## src/hw/sa_pkg.sv

```systemverilog
`default_nettype none

package sa_pkg;

    // One data word whose products and sums wrap modulo 2^16
    typedef logic [15:0] word_t;

    // External opcode
    typedef enum logic [1:0] {
        op_idle        = 2'd0,
        op_load_weight = 2'd1,
        op_matmul      = 2'd2,
        op_self_test   = 2'd3
    } sa_op_t;

    // Command broadcast to every PE
    typedef enum logic [2:0] {
        pe_idle       = 3'd0,
        pe_load       = 3'd1,
        pe_mac        = 3'd2,
        pe_test_run   = 3'd3,
        pe_test_check = 3'd4
    } pe_mode_t;

    typedef enum logic [1:0] {
        st_idle  = 2'd0,
        st_run   = 2'd1,
        st_check = 2'd2,
        st_hold  = 2'd3   // Waits for op to leave op_self_test
    } st_state_t;

    typedef enum logic [1:0] {
        flt_none       = 2'd0,
        flt_flip_lsb   = 2'd1,
        flt_stuck_zero = 2'd2,
        flt_stuck_ones = 2'd3
    } fault_kind_t;

    typedef struct packed {
        logic done;
        logic pass;
    } st_status_t;

    // Fixed self-test case
    localparam word_t ST_MULT_A   = 16'h1234;
    localparam word_t ST_MULT_B   = 16'h0025;
    localparam word_t ST_ADD      = 16'h00A7;
    localparam word_t ST_EXPECTED = word_t'(ST_MULT_A * ST_MULT_B + ST_ADD);

endpackage

`default_nettype wire

```

## src/hw/sa_issue.sv

```systemverilog
`timescale 1ns/1ns
`default_nettype none

module sa_issue #(
    parameter int ROWS = 4,
    parameter int COLS = 4
) (
    input  wire                              clk,
    input  wire                              rst,
    input  wire                              stall,
    input  sa_pkg::sa_op_t                   op,
    input  sa_pkg::word_t [ROWS-1:0]         left_in,
    input  sa_pkg::word_t [COLS-1:0]         top_in,
    output sa_pkg::pe_mode_t                 pe_mode,
    output sa_pkg::word_t [ROWS-1:0]         left_q,
    output sa_pkg::word_t [COLS-1:0]         top_q,
    output logic                             st_start
);

    import sa_pkg::*;

    st_state_t st_state;
    pe_mode_t  op_mode;

    // Plain opcodes map one to one onto PE commands
    always_comb begin
        case (op)
            op_load_weight: op_mode = pe_load;
            op_matmul:      op_mode = pe_mac;
            default:        op_mode = pe_idle;
        endcase
    end

    // Edge operands are registered alongside the command
    always_ff @(posedge clk) begin
        if (!stall) begin
            left_q <= left_in;
            top_q  <= top_in;
        end
    end

    // Self-test sequencer that also owns the PE command register
    always_ff @(posedge clk) begin
        if (rst) begin
            st_state <= st_idle;
            pe_mode  <= pe_idle;
            st_start <= 1'b0;
        end else if (!stall) begin
            st_start <= 1'b0;
            case (st_state)
                st_idle: begin
                    if (op == op_self_test) begin
                        st_state <= st_run;
                        pe_mode  <= pe_test_run;
                        st_start <= 1'b1;   // One pulse per accepted request
                    end else begin
                        pe_mode  <= op_mode;
                    end
                end
                st_run: begin
                    st_state <= st_check;
                    pe_mode  <= pe_test_check;
                end
                st_check: begin
                    st_state <= st_hold;
                    pe_mode  <= pe_idle;
                end
                default: begin
                    // Load and matmul stay blocked until the request drops
                    pe_mode <= pe_idle;
                    if (op != op_self_test)
                        st_state <= st_idle;
                end
            endcase
        end
    end

endmodule

`default_nettype wire

```

## config.mk

```make
export PLATFORM = sky130hd
export DESIGN_NAME = sa_issue
export DESIGN_NICKNAME = d
export VERILOG_FILES = /design/src/hw/sa_pkg.sv /design/src/hw/sa_issue.sv
export SDC_FILE = /design/constraint.sdc
export NUM_CORES = 1
export LEC_CHECK = 0
export BUFFER_PORTS_ARGS = -buffer_cell sky130_fd_sc_hd__buf_2
export CORE_ASPECT_RATIO = 0.8
export CORE_UTILIZATION = 34
export CTS_BUF_LIST = sky130_fd_sc_hd__clkbuf_8
export CTS_CLUSTER_SIZE = 8
export DETAILED_ROUTE_END_ITERATION = 8
export PLACE_DENSITY = 0.67
export SLEW_MARGIN = 20
export SYNTH_ARGS = -nofsm -noshare
export SYNTH_HDL_FRONTEND = slang
export SYNTH_SLANG_ARGS = --single-unit
export TNS_END_PERCENT = 50
```

## constraint.sdc

```tcl
create_clock -name clk -period 7.2 [get_ports clk]
set_input_delay 1.44 -clock clk [delete_from_list [all_inputs] [get_ports clk]]
set_output_delay 1.44 -clock clk [all_outputs]
set_load 0.02 [all_outputs]
```

==> reports/qor.yml <==
sta:
  finalSetupViolCount: 0
  final-hold-violation-count: 0
  maxSlewViolCount: 0
  maxSlewHeadroom: 0.463
  tightest_slew_ns: 0.805
  setup-tns-final_ns: 0
  final.setup_skew_ns: 0.00188
  timing.final.crit_share: 0.373
  setup_ws_ns: 4.51
  fin_crit_ns: 2.69
  clock.fmax_ghz: 0.372
  grt_setup_unrepaired: "no"
critical_path:
  startpoint_type: "input pin"
  crit_slowest_cell: "buf_6"
  worstPathArrival_ns: 2.73
  cells_traversed_along_the_worst_timing_path: "buf_2 -> inv_4 -> buf_6"
  cp_top_delay_family: "buffers and inverters"
  crit_fanout: 91
  kind_of_critical_path: "in -> reg"
  critPathBufInv: 3
  worst_ep_required_time_ns: 7.24
  max_stage_delay_ns: 0.68
  worstSetupEndpointType: "register"
floorplan:
  die_area_sq_mm: 0.0127
  chipWidth_um: 126
  io_pins: 265
  core_area_sq_mm: 0.0117
  fp-row-count: 35
  die-height_um: 101
  initial_core_util: 0.355
place:
  dpl.hpwl_mm: 6.81
  gp_congestion: 0.693
  pre_cts_ws_ns: 3.81
  port_buffers: 264
synth:
  yosys_register_bits: 134
  postSynthAreaPerCell_sq_um: 25.7
  syn_inst: 162
  synth.distinct_cells: 15
  synth-seq-area-share: 0.954
  synthesis.yosys.warnings: 0
  netlist_area_sq_mm: 0.00416
  synth_fp_nets: 299
pwr:
  cellLeakagePower_nw: 2.66
  power_density_mw_per_mm2: 301
  comb_power_share: 0.107
  ir_worst_vdd_mv: 0.203
  power.share.clock: 0.386
  switching_power_w: 0.000440
  switching_share: 0.238
  internal_power_w: 0.00141
  seqPwrFrac: 0.507
clock_network:
  cts.hold.buffers_added: 0
  post-cts-setup-buffer-count: 0
  cts_resized: 0
  cts_htree_levels: 4
  cts_tree: "yes"
  worst_skew_pair.late_latency_ns: 0.41
  clk_pin_slew_worst_paths_ns: 0.07
  clockRootBuffer: "clkbuf_8"
  cts_max_path_buffers: 2
  number_of_clock_sinks: 134
  cts_buffers: 17
drt:
  routed_via_density: 4.24
  routed_wire_length_per_instance_um: 15.5
  dr.pass1.iters: 6
  wl_mm: 9.39
  drt_first_iter_violations: 135
  ant_nets: 0
  dr_total_vias: 2571
  drc_errors: 18
grt:
  antenna_found_initial: 1
  gr-usage-all-layers: 0.146
  global_route_wire_length_before_repair_mm: 13.3
  first_global_vias: 2590
  grt_start_max_net_pins: 92
  total_gr_overflow: 0
final_layout:
  finish.utilization: 0.525
  drive_above_1_share: 0.651
  area_growth_syn_to_layout_pct: 47.6
  diodes: 0
  final_net_count: 583
  n_fill_cell: 1000
run_status:
  failed_checks: "DRC"
  outcome: "complete, but fails checks"
min_path:
  hp-class: "reg -> reg"
job:
  max_cap_viol_count: 0
-- final cells by class --
class / count / area (sq um) / share of cell area
timing repair buffer: 265 / 1330 / 0.217
inverter: 3 / 13.8 / 0.00224
clock buffer: 17 / 234 / 0.0381
clock inverter: 14 / 224 / 0.0365
tap: 148 / 185 / 0.0302
multi-input combinational: 25 / 181 / 0.0296
sequential: 134 / 3960 / 0.646
-- through the flow --
step                instance area [sq um]  total power, W  std cells  hold slack (ns)
finish                               6130         0.00184        606            0.470
global route                         6130         0.00192        606            0.497
detailed placement                   5670         0.00115        575            0.457
global placement                     5670         0.00115        575            0.456
CTS                                  6130         0.00187        606            0.473
floorplan                            4160         0.00106        162            0.481
-- path summary, 6_finish.rpt --
check                            startpoint          end  slack, ns  cells past startpoint
worst max-delay path                  stall   left_q[63]       4.51                      3
worst min register to register     st_start     st_start       0.47                      2
worst min-delay path               st_start     st_start       0.47                      2
worst max register to register  st_state[0]  st_state[0]       5.63                      5
-- layer usage --
layer / GRT usage / vias to the layer above / part of all wire
li1: - / 1213 / -
met1: 0.156 / 1196 / 0.37
met2: 0.243 / 152 / 0.50
met3: 0.0738 / 10 / 0.11
met4: 0.0704 / 0 / 0.014
met5: 0 / - / 0
-- sequential cells by signal (all words and copies together), names as in the netlist --
| name | cells |
|---|---|
| pe_mode | 3 |
| st_state | 2 |
| left_q | 64 |
| st_start | 1 |
| top_q | 64 |
-- cells by family after synthesis --
| group | share of synthesized area |
|---|---|
| simple gates | 0.0141 |
| fa+ha+maj | 0.0120 |
| compound gates | 0.0102 |
| buf+inv | 0.00271 |
| mux | 0.00722 |
| flops | 0.954 |
-- placed cells by master (no fill, tap or decap), drive strengths merged, types with 3 or more instances in the layout --
| master | count |
|---|---|
| bufinv | 5 |
| a21oi | 3 |
| nand2 | 3 |
| buf | 265 |
| clkbuf | 17 |
| ha | 4 |
| dfxtp | 6 |
| clkinv | 4 |
| inv | 7 |
| mux2i | 3 |
| nand2b | 3 |
| edfxtp | 128 |
-- tightest hold or removal path, delay by kind of cell (launching register included) --
family          cells  cell delay [ns]
compound gates      1             0.05
flops               1             0.32
simple gates        1             0.06
-- power groups by stage --
stage | combinational (W) | sequential (W) | clock, W
finish | 0.000197 | 0.000936 | 0.000712
global route | 0.000209 | 0.000942 | 0.000765
CTS | 0.000199 | 0.000937 | 0.000735
detailed placement | 0.000199 | 0.000954 | 0
global placement | 0.000197 | 0.000951 | 0
floorplan | 0.0000190 | 0.00104 | 0
-- cells in the mapped netlist, drive strengths merged --
cell,count,area (sq um)
ha,4,50.1
nand3,2,10.0
nand2,3,11.3
a21oi,3,15.0
a21boi,1,7.51
dfxtp,6,120
o21ai,1,5.00
nor2,2,7.51
nand4,1,6.26
a311oi,1,15.0
inv,3,11.3
mux2i,3,30.0
nand2b,3,18.8
nor3,1,5.00
edfxtp,128,3840
Note: power is estimated with default switching activity, not from simulation.
