===== src/hw/sa_pkg.sv =====
`default_nettype none

package sa_pkg;

    // One data word whose products and sums wrap modulo 2^16
    typedef logic [15:0] word_t;

    // External opcode
    typedef enum logic [1:0] {
        op_idle        = 2'd0,
        op_load_weight = 2'd1,
        op_matmul      = 2'd2,
        op_self_test   = 2'd3
    } sa_op_t;

    // Command broadcast to every PE
    typedef enum logic [2:0] {
        pe_idle       = 3'd0,
        pe_load       = 3'd1,
        pe_mac        = 3'd2,
        pe_test_run   = 3'd3,
        pe_test_check = 3'd4
    } pe_mode_t;

    typedef enum logic [1:0] {
        st_idle  = 2'd0,
        st_run   = 2'd1,
        st_check = 2'd2,
        st_hold  = 2'd3   // Waits for op to leave op_self_test
    } st_state_t;

    typedef enum logic [1:0] {
        flt_none       = 2'd0,
        flt_flip_lsb   = 2'd1,
        flt_stuck_zero = 2'd2,
        flt_stuck_ones = 2'd3
    } fault_kind_t;

    typedef struct packed {
        logic done;
        logic pass;
    } st_status_t;

    // Fixed self-test case
    localparam word_t ST_MULT_A   = 16'h1234;
    localparam word_t ST_MULT_B   = 16'h0025;
    localparam word_t ST_ADD      = 16'h00A7;
    localparam word_t ST_EXPECTED = word_t'(ST_MULT_A * ST_MULT_B + ST_ADD);

endpackage

`default_nettype wire


===== src/hw/sa_st_collect.sv =====
`timescale 1ns/1ns
`default_nettype none

module sa_st_collect #(
    parameter int ROWS = 4,
    parameter int COLS = 4
) (
    input  wire                                  clk,
    input  wire                                  rst,
    input  wire                                  st_start,
    input  sa_pkg::st_status_t [ROWS*COLS-1:0]   status,
    output logic [ROWS*COLS-1:0]                 st_result,
    output logic [$clog2(ROWS*COLS+1)-1:0]       st_fault_count,
    output logic                                 st_complete
);

    import sa_pkg::*;

    localparam int N     = ROWS * COLS;
    localparam int CNT_W = $clog2(N + 1);

    logic [N-1:0]     done_vec;
    logic [N-1:0]     fail_vec;
    logic [CNT_W-1:0] fail_cnt;

    // Unpack status and count failing PEs
    always_comb begin
        fail_cnt = '0;
        for (int i = 0; i < N; i++) begin
            done_vec[i] = status[i].done;
            fail_vec[i] = ~status[i].pass;
            fail_cnt    = fail_cnt + CNT_W'(fail_vec[i]);
        end
    end

    always_ff @(posedge clk) begin
        if (rst) begin
            st_result      <= '0;
            st_fault_count <= '0;
            st_complete    <= 1'b0;
        end else if (st_start) begin
            st_result      <= '0;   // New test drops old results
            st_fault_count <= '0;
            st_complete    <= 1'b0;
        end else if (&done_vec && !st_complete) begin
            st_result      <= fail_vec;
            st_fault_count <= fail_cnt;
            st_complete    <= 1'b1;
        end
    end

endmodule

`default_nettype wire


===== config.mk =====
export PLATFORM = sky130hd
export DESIGN_NAME = sa_st_collect
export DESIGN_NICKNAME = d
export VERILOG_FILES = /design/src/hw/sa_pkg.sv /design/src/hw/sa_st_collect.sv
export SDC_FILE = /design/constraint.sdc
export NUM_CORES = 1
export LEC_CHECK = 0
export ABC_AREA = 1
export BUFFER_PORTS_ARGS = -buffer_cell sky130_fd_sc_hd__buf_2
export CAP_MARGIN = 30
export CORE_MARGIN = 2
export CORE_UTILIZATION = 42
export CTS_CLUSTER_DIAMETER = 60
export DETAILED_ROUTE_END_ITERATION = 6
export GPL_TIMING_DRIVEN = 0
export PLACE_DENSITY = 0.86
export SYNTH_ARGS = -nofsm -noshare
export SYNTH_HDL_FRONTEND = slang
export SYNTH_SLANG_ARGS = --single-unit

===== constraint.sdc =====
create_clock -name clk -period 3.7 [get_ports clk]
set_input_delay 0.74 -clock clk [delete_from_list [all_inputs] [get_ports clk]]
set_output_delay 0.74 -clock clk [all_outputs]
set_load 0.005 [all_outputs]

==> results of run 1 <==
## area by class of cell
type	count	share of cell area
sequential	22	0.253
multi-input combinational	136	0.440
inverter	21	0.0496
tap	44	0.0317
buffer	6	0.0302
timing repair buffer	57	0.175
clock buffer	4	0.0209
## stage by stage
stage               area, µm²  worst slack [ps]  cells   util  setup TNS [ps]
global placement         1680              -364    285  0.555           -1170
floorplan                1340             -54.1    185      -            -141
finish                   1740              32.2    290  0.574               0
detailed placement       1680              -407    285  0.555           -1370
global route             1740             -56.8    290  0.574            -111
CTS                      1730             -11.8    290  0.572           -17.9
## worst min-delay path by stage
| stage | from | endpoint | cells after the start |
|---|---|---|---|
| 2_1_floorplan | st_fault_count[4]$_SDFFE_PP0P_ | st_fault_count[4]$_SDFFE_PP0P_ | 2 |
| 3_3_place_gp | st_result[1]$_SDFFE_PP0P_ | st_result[1]$_SDFFE_PP0P_ | 2 |
| 3_5_place_dp | st_result[5]$_SDFFE_PP0P_ | st_result[5]$_SDFFE_PP0P_ | 2 |
| 4_1_cts | st_result[5]$_SDFFE_PP0P_ | st_result[5]$_SDFFE_PP0P_ | 2 |
| 5_1_grt | st_fault_count[4]$_SDFFE_PP0P_ | st_fault_count[4]$_SDFFE_PP0P_ | 2 |
| 6_report | st_result[5]$_SDFFE_PP0P_ | st_result[5]$_SDFFE_PP0P_ | 2 |
## metal layers
layer | track usage | wire length (µm) | vias to the layer above
li1 | - | - | 667
met1 | 0.188 | 1090 | 553
met2 | 0.306 | 1360 | 42
met3 | 0.0195 | 138 | 5
met4 | 0.0667 | 48 | 0
met5 | 0 | 0 | -
## repair_timing
| action | CTS | global route |
|---|---|---|
| hold buffers | 0 | 0 |
| setup endpoints to repair | 3 | 3 |
| buffers inserted | 1 | 0 |
| pin swaps | 4 | 2 |
| resized for setup | 3 | 3 |
## synth_stat cells
| library cell | instances | area (µm²) |
|---|---|---|
| nand3_1 | 5 | 25.0 |
| xor2_1 | 1 | 8.76 |
| ha_1 | 5 | 62.6 |
| o21ai_0 | 1 | 5.00 |
| o21a_1 | 1 | 7.51 |
| buf_1 | 2 | 7.51 |
| nor2_1 | 49 | 184 |
| nand3_2 | 1 | 10.0 |
| nand3b_1 | 1 | 7.51 |
| buf_6 | 4 | 45.0 |
| nor2_2 | 3 | 18.8 |
| fa_1 | 10 | 200 |
| dfxtp_1 | 22 | 440 |
| nand2_1 | 57 | 214 |
| inv_1 | 21 | 78.8 |
| a21oi_1 | 1 | 5.00 |
| nor2_4 | 1 | 11.3 |
## placed cells by master, fill, tap and decap left out, drive strengths merged, types with 4 or more instances in the layout
master / instances
dfxtp: 22
fa: 10
clkbuf: 4
buf: 63
ha: 5
nor2: 53
inv: 21
nand2: 57
nand3: 6
## worst min-delay path, delay by kind of cell, from the launching register on
kind | cells | cell delay [ps]
simple gates | 2 | 140
flops | 1 | 330
## flip-flops by register name, indices dropped and copies added (netlist names)
signal / cells
st_complete: 1
st_fault_count: 5
st_result: 16
## where the power goes
part,total [µW],switching [µW],internal [µW]
Clock,135,74.6,60.2
Combinational,273,146,127
Sequential,237,0.00108,237
## kinds of logic after synthesis
logic type / count (synthesis) / synth area share
buffers and inverters: 27 / 0.0987
DFF: 22 / 0.331
xor gates and xnor gates: 1 / 0.00658
AOI/OAI and AO/OA: 3 / 0.0132
adders and majority gates: 15 / 0.197
and+or+nand+nor: 117 / 0.353
==> summary.md, run 1 <==
| Metric | Value |
|---|---|
| Root buffer cell | clkbuf_4 |
| Cell with the most instances on the worst path | fa_1 |
| Num CTS Buffers | 3 |
| Crit-path slowest cell | fa_1 |
| Minimum clock period | around 3700 ps |
| Ys Warns | 0 |
| FF/Latch Area | around 440 µm² |
| Yosys cell types | 17 |
| Worst VDD drop | between 0.1 and 0.15 mV |
| Worst hold path class | flip-flop to flip-flop |
| FILL cells | about 290 |
| WS Path Type | primary input to flip-flop |
| Max Freq | about 270 MHz |
| Vias per cell | ~4.4 |
| Mapped Area | 1330 µm² |
| Slowest Stage Delay on Critical Path | roughly 550 ps |
| I/O pin count | 57 |
| Maxcap violations | 0 |
| Final hold violations | 0 |
| Crit Path Max Fanout | 2 |
| Buf/Inv on CP | 5 |
| Drt pass-1 iters | 4 |
| Vias post-DR | around 1300 |
| Crit end category | flip-flop |
| DR WL/cell | between 9 and 10 µm |
| Worst setup path end | st_fault_count[4]$_SDFFE_PP0P_ |
| Critical Path Start | status[10] |
| Worst-path clk slew | around 120 ps |
| Syn Nets | about 240 |
| WP depth | 16 |
| Final Max Slew Viols | 0 |
| Final setup violation count | 0 |
| FF-to-FF End | st_result[14]$_SDFFE_PP0P_ |
| Placer Congestion | between 0.8 and 0.9 |
| RSZ-0062 raised after global routing | true |
| Mean area per synthesized cell | 7.20 µm² |
| Worst path required time | between 3000 and 4000 ps |
| Starting DRT DRC Count | 46 |
| Reg2Reg Setup Slack | approximately 2600 ps |
| Fin Hold WS | approximately 490 ps |
| CP arrival | between 3000 and 4000 ps |
| Clock buffer depth | 2 |
| Synthesis-to-layout area growth | 30.6% |
| Net count reported at finish | slightly below 300 |
| Crit-path leading delay family | adder cells |
| LEAKAGE | between 0.0008 and 0.0009 µW |
| Die width | roughly 60 µm |
| Slew at the pin with the worst max-slew slack | approximately 440 ps |
| PortBufs | 56 |
| Largest net degree at the start of global routing | 13 |
| Wire length of the first global-routing pass | between 4000 and 5000 µm |
| Starting density of the core | 0.440 |
| Vias in the first global route | 1194 |
| Total power | around 640 µW |
| Worst Reg2Reg Path Length in Cells | 7 |
| CP startpoint kind | primary input |
| Layout cells sized above 1 | 0.309 |
| Ant diodes | 0 |
| Fin crit share | 0.991 |
| Initial antenna violation count | 0 |
| Critical R2R Launch | st_complete$_SDFFE_PP0P_ |
| TritonCTS clock tree | done |
| Clk sink count | 22 |
| Yosys reg bits | 22 |
| Slew HR | 0.708 |
| Final ANT Viol Nets | 0 |
| WL final | 2640 µm |
| Footprint of the multi-input gates | approximately 760 µm² |
| Outcome | finished clean |
| Seq/Total Area, Yosys | 0.331 |
| H-tree levels | 1 |
| GRT Resource Usage Total | 0.164 |
| # DRC | 0 |
| Post-DP HPWL | 2220 µm |
| Worst path cell trace | buf_8 -> inv_8 -> fa_1 -> inv_2 -> fa_1 -> fa_1 -> inv_1 -> fa_1 -> ha_2 -> inv_2 -> fa_2 -> o21ai_1 -> nand2_1 -> nand2_1 -> nand2_1 -> nor2_1 |
| Die area | between 3000 and 4000 µm² |
| Gr ovfl total | 0 |
| Post-Syn Instances | 185 |
| Clk_skew | 1.79 ps |
| FP Rows | 20 |
| Die Ht | between 60 and 70 µm |
| Power per cell area | roughly 370 nW/µm² |
| Core area | between 3000 and 4000 µm² |
| Worst-Skew Late Latency | between 300 and 400 ps |
Power figures use the tool's default switching activity.
==> inputs of run 2 (changes only) <==
--- a/config.mk
+++ b/config.mk
@@ -5,12 +5,11 @@
 export SDC_FILE = /design/constraint.sdc
 export NUM_CORES = 1
 export LEC_CHECK = 0
-export ABC_AREA = 1
 export BUFFER_PORTS_ARGS = -buffer_cell sky130_fd_sc_hd__buf_2
 export CAP_MARGIN = 30
 export CORE_MARGIN = 2
 export CORE_UTILIZATION = 42
-export CTS_CLUSTER_DIAMETER = 60
+export CTS_CLUSTER_DIAMETER = 50
 export DETAILED_ROUTE_END_ITERATION = 6
 export GPL_TIMING_DRIVEN = 0
 export PLACE_DENSITY = 0.86
==> run 2 against run 1 <==
Net effect: the run now ends with setup timing left; power up 3.3%; first-iteration DRC count down 52%; hold slack worse by 5.1 ps; clock power down 4%; die area down 3.3%; critical endpoint is now st_fault_count[1]$_SDFFE_PP0P_; largest cell class unchanged; largest power group unchanged.
==> summary.md, run 2 <==
| Metric | Value |
|---|---|
| H-tree levels | 1 |
| Mapped Area | approximately 1300 µm² |
| Slew HR | 0.664 |
| Placer Congestion | slightly above 0.8 |
| Critical R2R Launch | st_complete$_SDFFE_PP0P_ |
| # DRC | 0 |
| Worst path required time | approximately 3900 ps |
| FF-to-FF End | st_result[13]$_SDFFE_PP0P_ |
| Clk_skew | between 1.5 and 2 ps |
| Starting DRT DRC Count | 22 |
| Most common cell after layout, fill and taps aside | buf_2 |
| Part of the power in the clock network | 0.196 |
| Final hold violations | 0 |
| RSZ-0062 raised after global routing | true |
| FILL cells | around 260 |
| Largest register FFs | 16 |
| Minimum clock period | 3720 ps |
| Mean area per synthesized cell | about 9.6 µm² |
| Syn Nets | around 180 |
| Internal | roughly 440 µW |
| Yosys reg bits | 22 |
| Psw | about 220 µW |
| Seq/Total Area, Yosys | 0.343 |
| Post-DP HPWL | roughly 2300 µm |
| Most numerous cell in the Yosys netlist | dfxtp_1 |
| Clock buffer depth | 2 |
| Total power | between 600 and 700 µW |
| Largest reg by FF count | st_result |
| Worst hold path class | flip-flop to flip-flop |
| CP arrival | just under 4000 ps |
| Worst VDD drop | 0.197 mV |
| Maxcap violations | 0 |
| Gr ovfl total | 0 |
| WS Path Type | primary input to flip-flop |
| Setup slack after layout | -17.7 ps |
| Dpl cell area | roughly 1600 µm² |
| Footprint of the multi-input gates | roughly 760 µm² |
| Num CTS Buffers | 3 |
| FF/Latch Area | 440 µm² |
| Slew at the pin with the worst max-slew slack | a little over 500 ps |
| Wire length of the first global-routing pass | approximately 4600 µm |
| DR WL/cell | between 10 and 15 µm |
| Final Max Slew Viols | 0 |
| Ant diodes | 0 |
| Clk sink count | 22 |
| Vias post-DR | ~1200 |
| Die width | 59.3 µm |
| Vias per cell | approximately 5.4 |
| Power per cell area | ~400 nW/µm² |
| Hold path endpoint | st_result[2]$_SDFFE_PP0P_ |
| Synth area leader | dfxtp_1 |
| Die area | 3520 µm² |
| Top cells by area, synth | dfxtp_1, fa_1, a31o_1 |
| Hold_sp | st_result[2]$_SDFFE_PP0P_ |
| TritonCTS clock tree | done |
| Reg2Reg Setup Slack | ~2000 ps |
| Post-synth EDFFs | 0 |
| Biggest regs | st_result (16), st_fault_count (5), st_complete (1) |
| Most frequent cells after synthesis | dfxtp_1, inv_1, a31o_1 |
| Outcome | finished, violations left |
| Crit end category | flip-flop |
| Vias in the first global route | between 1000 and 1500 |
| Final setup violation count | 1 |
| Drt pass-1 iters | 4 |
| Fin crit share | 1.00 |
| Commonest cells after routing, fill and taps aside | buf_2, dfxtp_1, inv_1 |
| Crit Path Max Fanout | 2 |
| Initial antenna violation count | 0 |
| WL final | ~2900 µm |
| Max Freq | approximately 270 MHz |
| Top_reg_cell synth | dfxtp_1 |
| Post-Syn Instances | 134 |
| GRT Resource Usage Total | 0.174 |
| Core area | a little under 3000 µm² |
| Die Ht | ~59 µm |
| FP Rows | 20 |
| Synthesis-to-layout area growth | 32.3% |
| Layout cells sized above 1 | 0.405 |
| Hold Crit Depth | 2 |
| Share of the synthesized area in the top cell type | 0.343 |
| Starting density of the core | 0.432 |
| Final ANT Viol Nets | 0 |
| Ys Warns | 0 |
| Worst-Skew Late Latency | 300 ps |
| Switching share of power | 0.335 |
| Root buffer cell | clkbuf_4 |
| LEAKAGE | around 0.00079 µW |
| Failing checks | setup timing |
| Combinational share of power | 0.448 |
| Hold_buf cts | 0 |
| I/O pin count | 57 |
| Synth async-reset ratio | 0 |
| Net count reported at finish | ~250 |
| Yosys cell types | 28 |
| Worst-path clk slew | about 120 ps |
| Power share of the sequential group | 0.356 |
| CP startpoint kind | primary input |
| Largest net degree at the start of global routing | 13 |
| PortBufs | 56 |
| Final instance area | between 1500 and 2000 µm² |
| Worst Reg2Reg Path Length in Cells | 5 |
[run 2: what timing repair did]
| item | CTS | global route |
|---|---|---|
| setup endpoints to repair | 4 | 4 |
| resized for setup | 2 | 12 |
| setup buffers | 0 | 1 |
| pin swaps | 2 | 4 |
[run 2: logic make-up (layout without fill, tap and decap cells)]
family / after synthesis / count (layout) / synth area share
multiplexers: 1 / 1 / 0.00779
AND/OR/NAND/NOR: 35 / 35 / 0.176
flip-flops: 22 / 22 / 0.343
buffers and inverters: 26 / 87 / 0.0896
adder cells (fa/ha/maj): 15 / 15 / 0.204
XOR/XNOR: 1 / 1 / 0.00682
AO/OA/AOI/OAI: 34 / 34 / 0.172
[run 2: worst max-delay path by stage]
stage,slack [ps],endpoint,startpoint
after detailed placement,-390,st_fault_count[1]$_SDFFE_PP0P_,status[10]
after global placement,-430,st_fault_count[1]$_SDFFE_PP0P_,status[10]
final,-20,st_fault_count[1]$_SDFFE_PP0P_,status[22]
after CTS,-30,st_fault_count[1]$_SDFFE_PP0P_,status[10]
after floorplan,-130,st_fault_count[3]$_SDFFE_PP0P_,status[10]
after global routing,-90,st_fault_count[3]$_SDFFE_PP0P_,status[22]
[run 2: power by group through the flow]
stage / sequential (µW) / clock (µW) / combinational, µW
finish: 237 / 130 / 299
global route: 237 / 147 / 340
CTS: 237 / 136 / 240
detailed placement: 242 / 0 / 228
global placement: 242 / 0 / 226
floorplan: 242 / 0 / 168
[run 2: final cells by class]
| cell class | count | share of cell area |
|---|---|---|
| Buffer | 10 | 0.0324 |
| Clock buffer | 4 | 0.0213 |
| Inverter | 16 | 0.0368 |
| Multi-Input combinational cell | 86 | 0.450 |
| Sequential cell | 22 | 0.259 |
| Tap cell | 33 | 0.0243 |
| Timing Repair Buffer | 57 | 0.177 |
[run 2: critical path, cell delays in order]
cell and delay [ps]:
buf_2 120, fa_1 540, fa_1 440, fa_1 530
inv_1 50, fa_1 490, ha_2 190, inv_2 40
fa_2 550, nor4_4 50, a31o_1 190
[run 2: routing by layer]
| layer | share of wire | wire (µm) | track usage | vias to the layer above |
|---|---|---|---|---|
| li1 | - | - | - | 601 |
| met1 | 0.40 | 1150 | 0.202 | 572 |
| met2 | 0.51 | 1490 | 0.300 | 48 |
| met3 | 0.070 | 203 | 0.0306 | 5 |
| met4 | 0.019 | 55 | 0.0942 | 0 |
| met5 | 0 | 0 | 0 | - |
[run 2: through the flow]
stage,hold WS [ps],utilization,setup TNS (ps),worst slack [ps],instances
global route,503,0.571,-246,-94.7,228
finish,484,0.571,-17.7,-17.7,228
detailed placement,460,0.539,-1470,-394,223
global placement,450,0.539,-1480,-426,223
floorplan,455,-,-447,-129,134
CTS,487,0.555,-31.3,-31.3,227
